<file path="config.mk">
export PLATFORM = sky130hd
export DESIGN_NAME = simd_unit
export DESIGN_NICKNAME = d
export VERILOG_FILES = /design/src/simd_pkg.sv /design/src/simd_issue.sv /design/src/simd_operand_xbar.sv /design/src/simd_lane.sv /design/src/simd_retire.sv /design/src/simd_unit.sv
export SDC_FILE = /design/constraint.sdc
export NUM_CORES = 1
export LEC_CHECK = 0
export BUFFER_PORTS_ARGS = -buffer_cell sky130_fd_sc_hd__buf_2
export CORE_ASPECT_RATIO = 1.4
export CORE_MARGIN = 2
export CORE_UTILIZATION = 30
export DETAILED_ROUTE_END_ITERATION = 12
export GPL_TIMING_DRIVEN = 0
export SETUP_SLACK_MARGIN = 0.4
export SKIP_LAST_GASP = 1
export SLEW_MARGIN = 30
export SYNTH_ARGS = -nofsm -noshare
export SYNTH_HDL_FRONTEND = slang
export SYNTH_SLANG_ARGS = --single-unit
</file>
<file path="constraint.sdc">
create_clock -name clk -period 5.8 [get_ports clk]
set_clock_uncertainty 0.05 [all_clocks]
set_input_delay 0.87 -clock clk [delete_from_list [all_inputs] [get_ports clk]]
set_output_delay 0.87 -clock clk [all_outputs]
set_load 0.005 [all_outputs]
</file>
<file path="src/simd_pkg.sv">
// SIMD unit shared package with lane widths, opcodes and the packed pipeline stage types.
package simd_pkg;

  localparam int LANE_W = 32;         // Bits per lane.
  localparam int TAG_W  = 4;          // Issue tag width.
  localparam int VEC_W  = 2 * LANE_W; // Two lanes side by side.
  localparam int FLAG_W = 4;          // Two flags per lane.

  typedef logic [LANE_W-1:0] lane_t;  // One lane value.
  typedef logic [VEC_W-1:0]  vec_t;   // High lane in the upper half.
  typedef logic [TAG_W-1:0]  tag_t;   // Returned with the result.

  // Operations supported by both lanes.
  typedef enum logic [2:0] {
    OP_ADD  = 3'd0, // Signed add per lane.
    OP_SUB  = 3'd1, // Signed subtract per lane.
    OP_MIN  = 3'd2, // Signed minimum.
    OP_MAX  = 3'd3, // Signed maximum.
    OP_SWAP = 3'd4, // Take the other lane's a.
    OP_HADD = 3'd5  // a_hi plus a_lo into both lanes.
  } op_e;

  // Request as it arrives at the unit.
  typedef struct packed {
    logic       valid;
    tag_t       tag;
    op_e        op;
    logic [1:0] en;    // Bit 1 enables the high lane.
    vec_t       a;
    vec_t       b;
  } issue_req_t;

  // Work item for a single lane.
  typedef struct packed {
    logic  valid;
    tag_t  tag;
    op_e   op;
    logic  en;
    lane_t a;
    lane_t b;
    lane_t xa;         // Other lane's a, filled by the exchange stage.
  } lane_op_t;

  // Result of a single lane.
  typedef struct packed {
    logic  valid;
    tag_t  tag;
    lane_t data;
    logic  ovf;
    logic  zero;
  } lane_res_t;

  // Merged result leaving the unit.
  typedef struct packed {
    logic              valid;
    tag_t              tag;
    vec_t              data;
    logic [FLAG_W-1:0] flags; // {ovf_hi, zero_hi, ovf_lo, zero_lo}.
  } vec_res_t;

endpackage

</file>
<file path="src/simd_issue.sv">
// SIMD issue stage that registers an incoming request and splits it into two lane work items.
`timescale 1ns/10ps

module simd_issue
  import simd_pkg::*;
(
  input  logic       clk,
  input  logic       arst_n,
  input  issue_req_t req,
  output lane_op_t   lane_hi,
  output lane_op_t   lane_lo
);

  lane_op_t hi_d;
  lane_op_t lo_d;

  // Split the operand words; both lanes carry the same tag and op.
  always_comb begin
    hi_d       = '0;
    hi_d.valid = req.valid;
    hi_d.tag   = req.tag;
    hi_d.op    = req.op;
    hi_d.en    = req.en[1];              // High lane enable.
    hi_d.a     = req.a[VEC_W-1:LANE_W];
    hi_d.b     = req.b[VEC_W-1:LANE_W];
    hi_d.xa    = '0;                     // Filled one stage later.

    lo_d       = '0;
    lo_d.valid = req.valid;
    lo_d.tag   = req.tag;
    lo_d.op    = req.op;
    lo_d.en    = req.en[0];              // Low lane enable.
    lo_d.a     = req.a[LANE_W-1:0];
    lo_d.b     = req.b[LANE_W-1:0];
    lo_d.xa    = '0;
  end

  // Stage register sampled at the edge where the request is taken.
  always_ff @(posedge clk or negedge arst_n) begin
    if (!arst_n) begin
      lane_hi <= '0;
      lane_lo <= '0;
    end else begin
      lane_hi <= hi_d;
      lane_lo <= lo_d;
    end
  end

endmodule

</file>
<file path="src/simd_operand_xbar.sv">
// SIMD exchange stage that hands each lane the other lane's a operand.
`timescale 1ns/10ps

module simd_operand_xbar
  import simd_pkg::*;
(
  input  logic     clk,
  input  logic     arst_n,
  input  lane_op_t in_hi,
  input  lane_op_t in_lo,
  output lane_op_t out_hi,
  output lane_op_t out_lo
);

  lane_op_t hi_x;
  lane_op_t lo_x;

  // Crossed wiring between the two halves.
  always_comb begin
    hi_x    = in_hi;
    hi_x.xa = in_lo.a;   // High lane sees the low a.
    lo_x    = in_lo;
    lo_x.xa = in_hi.a;   // Low lane sees the high a.
  end

  always_ff @(posedge clk or negedge arst_n) begin
    if (!arst_n) begin
      out_hi <= '0;
      out_lo <= '0;
    end else begin
      out_hi <= hi_x;
      out_lo <= lo_x;
    end
  end

endmodule

</file>
<file path="src/simd_lane.sv">
// SIMD lane execute stage computing one lane's result with overflow and zero flags.
`timescale 1ns/10ps

module simd_lane
  import simd_pkg::*;
(
  input  logic      clk,
  input  logic      arst_n,
  input  lane_op_t  op_in,
  output lane_res_t res
);

  lane_t     addend;    // Second adder input.
  logic      carry_in;
  lane_t     sum;
  logic      sum_ovf;
  logic      a_lt_b;
  lane_t     data_raw;
  logic      ovf_raw;
  lane_res_t res_d;

  // One shared adder covers add, subtract and horizontal add.
  always_comb begin
    addend   = op_in.b;
    carry_in = 1'b0;
    case (op_in.op)
      OP_SUB: begin
        addend   = ~op_in.b;  // Two's complement negate.
        carry_in = 1'b1;
      end
      OP_HADD: addend = op_in.xa;
      default: addend = op_in.b;
    endcase
  end

  assign sum = op_in.a + addend + lane_t'(carry_in);

  // Same input signs but a different result sign.
  assign sum_ovf = (op_in.a[LANE_W-1] == addend[LANE_W-1]) &&
                   (sum[LANE_W-1] != op_in.a[LANE_W-1]);

  assign a_lt_b = $signed(op_in.a) < $signed(op_in.b);

  // Select the lane result by opcode.
  always_comb begin
    data_raw = '0;
    ovf_raw  = 1'b0;
    case (op_in.op)
      OP_ADD, OP_SUB, OP_HADD: begin
        data_raw = sum;
        ovf_raw  = sum_ovf;
      end
      OP_MIN:  data_raw = a_lt_b ? op_in.a : op_in.b;
      OP_MAX:  data_raw = a_lt_b ? op_in.b : op_in.a;
      OP_SWAP: data_raw = op_in.xa;
      default: begin
        data_raw = '0;
        ovf_raw  = 1'b0;
      end
    endcase
  end

  // A disabled lane returns all zeros but still carries valid and tag.
  always_comb begin
    res_d       = '0;
    res_d.valid = op_in.valid;
    res_d.tag   = op_in.tag;
    if (op_in.en) begin
      res_d.data = data_raw;
      res_d.ovf  = ovf_raw;
      res_d.zero = (data_raw == '0);
    end
  end

  always_ff @(posedge clk or negedge arst_n) begin
    if (!arst_n) begin
      res <= '0;
    end else begin
      res <= res_d;
    end
  end

endmodule

</file>
<file path="src/simd_retire.sv">
// SIMD retire stage merging the two lane results into one registered vector result.
`timescale 1ns/10ps

module simd_retire
  import simd_pkg::*;
(
  input  logic      clk,
  input  logic      arst_n,
  input  lane_res_t res_hi,
  input  lane_res_t res_lo,
  output vec_res_t  out
);

  vec_res_t merged;

  // Both halves return the same valid and tag, so an OR joins them.
  always_comb begin
    merged       = '0;
    merged.valid = res_hi.valid | res_lo.valid;
    merged.tag   = res_hi.tag | res_lo.tag;
    merged.data  = {res_hi.data, res_lo.data};   // High lane on top.
    merged.flags = {res_hi.ovf, res_hi.zero,
                    res_lo.ovf, res_lo.zero};
  end

  always_ff @(posedge clk or negedge arst_n) begin
    if (!arst_n) begin
      out <= '0;
    end else begin
      out <= merged;
    end
  end

endmodule

</file>
<file path="src/simd_unit.sv">
// Two-lane SIMD execution unit with issue, exchange, lane execute and retire stages.
`timescale 1ns/10ps

module simd_unit
  import simd_pkg::*;
(
  input  logic       clk,
  input  logic       arst_n,
  input  issue_req_t req,
  output vec_res_t   res
);

  lane_op_t  issue_hi;   // Issue to exchange.
  lane_op_t  issue_lo;
  lane_op_t  xbar_hi;    // Exchange to lanes.
  lane_op_t  xbar_lo;
  lane_res_t lane_res_hi;
  lane_res_t lane_res_lo;

  simd_issue u_issue (
    .clk     (clk),
    .arst_n  (arst_n),
    .req     (req),
    .lane_hi (issue_hi),
    .lane_lo (issue_lo)
  );

  simd_operand_xbar u_xbar (
    .clk    (clk),
    .arst_n (arst_n),
    .in_hi  (issue_hi),
    .in_lo  (issue_lo),
    .out_hi (xbar_hi),
    .out_lo (xbar_lo)
  );

  // Same lane block for both halves.
  simd_lane u_lane_hi (
    .clk    (clk),
    .arst_n (arst_n),
    .op_in  (xbar_hi),
    .res    (lane_res_hi)
  );

  simd_lane u_lane_lo (
    .clk    (clk),
    .arst_n (arst_n),
    .op_in  (xbar_lo),
    .res    (lane_res_lo)
  );

  simd_retire u_retire (
    .clk    (clk),
    .arst_n (arst_n),
    .res_hi (lane_res_hi),
    .res_lo (lane_res_lo),
    .out    (res)
  );

endmodule

</file>
==> key figures <==
Layout
  • Final nets: 2479
  • Layout area overhead: 19.7%
  • Fill cell count: 6616
  • Share of layout cells above drive strength 1: 16.8%
  • Final Util: 36.2%

Worst setup path
  • FF-to-FF Start: u_xbar.out_lo[31]$_DFF_PN0_
  • Critical Path RT: 6.22 ns
  • Worst R2R Setup Slack: 0.55 ns
  • Crit-path max FO: 10
  • Crit path capture type: flip-flop
  • Crit-path cells: ha_1 > nand3_1 > nor4_1 > o21ai_1 > a311o_1 > nand3_1 > clkbuf_1 > clkbuf_1 > o41ai_1 > a211oi_1 > inv_1 > nor4_1 > nand4_1 > nor4_1
  • Worst path slowest cell: a211oi_1
  • CP Launch Type: flip-flop
  • CP dominant cell by count: nor4_1
  • R2r endpoint: u_lane_hi.res[0]$_DFF_PN0_
  • Cells on worst reg2reg path: 14
  • Crit path kind: reg2reg
  • Worst path max stage delay: 0.64 ns
  • Arr. time, crit path: 5.67 ns

CTS
  • Hold_buf cts: 0
  • Clock transition at the registers of the reported paths: 0.06 ns
  • CTS tree: built
  • Worst-Skew Late Latency: 0.58 ns
  • CTS sink count: 422
  • Total CTS buffers: 40
  • H-tree depth: 2
  • Clk root buf: clkbuf_16
  • CTS Buffer Depth: 3

Place
  • PortBufs: between 200 and 250
  • Dpl hpwl: 60400 um
  • Final RePlAce weighted congestion: 0.958

STA
  • Setup TNS: 0 ns
  • Final Max Tran Viols: 0
  • Tcrit/Tclk final: 90.5%
  • Worst-margin pin slew: ~0.95 ns
  • Final setup fails: 0
  • Slew margin rel.: 36.7%
  • Unrepaired setup endpoints after global routing: false
  • Fmax: 0.191 GHz
  • Final Critical Period: roughly 5.2 ns
  • Final hold violation count: 0

Global route
  • Number of global-route vias before repair: 17300
  • Initial antenna violation count: 0
  • Largest net degree at the start of global routing: 95
  • GRT Overall Usage: 22.2%
  • Global-route wire length before repair: approximately 110000 um
  • Overflow after GRT: 0

Routing
  • Pre-antenna DRT Iters: 5
  • Final wirelength: 77600 um
  • Met3 routed WL: 3950 um
  • Via count of the routed design: between 15000 and 20000
  • Wl on met1: 28600 um
  • Antenna viol nets, final: 0
  • Drt drc: 0
  • DR iter-0 viols: ~1300
  • DR vias/cell: 5.38
  • Drt wl/cell: 25.0 um
  • WL met2: 39100 um
  • Top Metal Used: met4

Yosys
  • Post-synth EDFFs: 0
  • Warnings from Yosys: 0
  • Main synth FF type: dfrtp_1
  • Mapped cell area: 20100 um^2
  • Netlist cell types: 81
  • Seq/Total Area, Yosys: a little over half
  • Mapped Avg Cell Area: 10.3 um^2
  • Cells after Synth: about 1900
  • Synthesis-stage register bit count: roughly 420
  • Async S/R FF share, synth: 100%
  • Syn_nets: 2212

Die
  • Initial Utilization: 30.2%
  • Die Footprint: roughly 70000 um^2
  • Die Ht: 311 um
  • CORE AREA: 66600 um^2
  • Ports: 213
  • Die width: around 220 um
  • Rows: 112

Min path
  • Hold Path Class: in2async

Power
  • Pwr Density: 310 nW/um^2
  • P_leak: 11.2 nW
  • Maximum vdd drop: 0.000196 V

Status
  • Outcome: complete, no violations

Job
  • Max_cap viols: 0
-- what timing repair did --
item,4_1_cts,5_1_grt
setup endpoints to repair,50,4
pin swaps,5,12
gates resized for setup,69,48
buffers inserted,3,5
-- layout make-up --
class                      count  area, um^2  area share, %
antenna                        1        2.50         0.0104
sequential                   422       10600           43.8
inverter                      96         360           1.50
timing repair buffer         225        1270           5.27
tap                          855        1070           4.44
buffer                        93         470           1.95
multi-input combinational   1335        9050           37.6
clock buffer                  56        1150           4.78
clock inverter                17         163          0.675
-- cells by family (layout without fill, tap and decap cells) --
| kind of cell | after synthesis | count (layout) | synth area share (%) |
|---|---|---|---|
| multiplexers | 71 | 71 | 3.62 |
| adder cells (fa/ha/maj) | 126 | 126 | 7.98 |
| XOR/XNOR | 46 | 46 | 2.04 |
| AO/OA/AOI/OAI | 520 | 520 | 16.6 |
| other | 0 | 1 | 0 |
| flip-flops | 422 | 422 | 52.5 |
| AND/OR/NAND/NOR | 572 | 572 | 13.7 |
| buffers and inverters | 189 | 487 | 3.57 |
-- cell usage after synthesis (15+ instances only) --
library cell    n  share of area [%]
xor2_1         16               0.70
xnor2_1        29                1.3
nor2_1        131                2.4
a211oi_1       24               0.89
and3_1         16               0.50
nand4_1        24               0.75
clkbuf_1       76                1.4
a21oi_1       159                4.0
o21ai_0       128                3.2
and2_1         24               0.75
nand2_1       178                3.3
a21o_1         20               0.75
dfrtp_1       422                 52
mux2i_1        63                3.1
nand2b_1       22               0.68
buf_1          15               0.28
ha_1          122                7.6
nor3_1         57                1.4
a22oi_1        21               0.78
inv_1          96                1.8
nand3_1        44                1.1
-- sequential cells by signal, summed over array words and instances (netlist names) --
signal / flops
u_lane_hi.res: 35
u_issue.lane_lo: 65
u_retire.out: 73
u_xbar.out_lo: 65
u_issue.lane_hi: 73
u_lane_lo.res: 38
u_xbar.out_hi: 73
-- stage by stage --
| stage | total power, mW | setup WS, ns | cells | cell area, um^2 | hold slack (ns) |
|---|---|---|---|---|---|
| 6_report | 7.47 | 0.552 | 3100 | 24100 | 0.125 |
| 5_1_grt | 7.84 | 0.399 | 3099 | 24100 | 0.124 |
| 4_1_cts | 7.54 | 0.408 | 3094 | 23900 | 0.101 |
| 3_5_place_dp | 4.85 | -1.77 | 3018 | 22400 | 0.285 |
| 3_3_place_gp | 4.82 | -4.03 | 3013 | 22300 | 0.285 |
| 2_1_floorplan | 4.18 | 0.811 | 1946 | 20100 | 0.281 |
-- how the worst max path moves through the flow --
stage	from	end	cells after the start	slack, ns
CTS	u_xbar.out_hi[97]$_DFF_PN0_	u_lane_lo.res[0]$_DFF_PN0_	22	0.41
global route	u_xbar.out_hi[97]$_DFF_PN0_	u_lane_hi.res[0]$_DFF_PN0_	23	0.40
detailed placement	u_xbar.out_hi[97]$_DFF_PN0_	u_lane_hi.res[0]$_DFF_PN0_	20	-1.77
floorplan	u_xbar.out_hi[97]$_DFF_PN0_	u_lane_lo.res[0]$_DFF_PN0_	22	0.81
global placement	arst_n	u_retire.out[35]$_DFF_PN0_	1	-4.03
finish	u_xbar.out_lo[31]$_DFF_PN0_	u_lane_hi.res[0]$_DFF_PN0_	14	0.55
-- report_power, final --
group / internal (mW) / switching, mW
Clock: 1.49 / 1.12
Combinational: 0.571 / 0.965
Sequential: 3.15 / 0.181
Total: 5.21 / 2.26
-- layout by cell type (no fill, tap or decap), types with 13 or more instances in the layout --
master and n:
a211oi_1 21, a21o_1 20, a21oi_1 153, a22oi_1 21, a31oi_1 13, and2_1 24
and3_1 16, buf_2 214, clkbuf_1 56, clkbuf_16 41, clkbuf_2 16, dfrtp_1 421
ha_1 122, inv_1 96, mux2i_1 63, nand2_1 178, nand2b_1 22, nand3_1 44
nand4_1 24, nor2_1 130, nor2b_1 13, nor3_1 57, o21a_1 13, o21ai_0 126
o21ai_1 13, xnor2_1 29, xor2_1 16
-- worst max-delay path, delay by kind of cell (launching register included) --
family / cells / cell delay, ns
buf+inv: 3 / 1.25
fa+ha+maj: 1 / 0.45
simple gates: 6 / 1.46
compound gates: 4 / 1.43
flops: 1 / 0.50
-- routing by layer --
metal	GRT usage [%]	up-vias
met5	0	-
met4	15.1	0
met3	2.81	238
li1	-	7537
met1	25.0	8203
met2	39.2	687
Power figures use the tool's default switching activity.
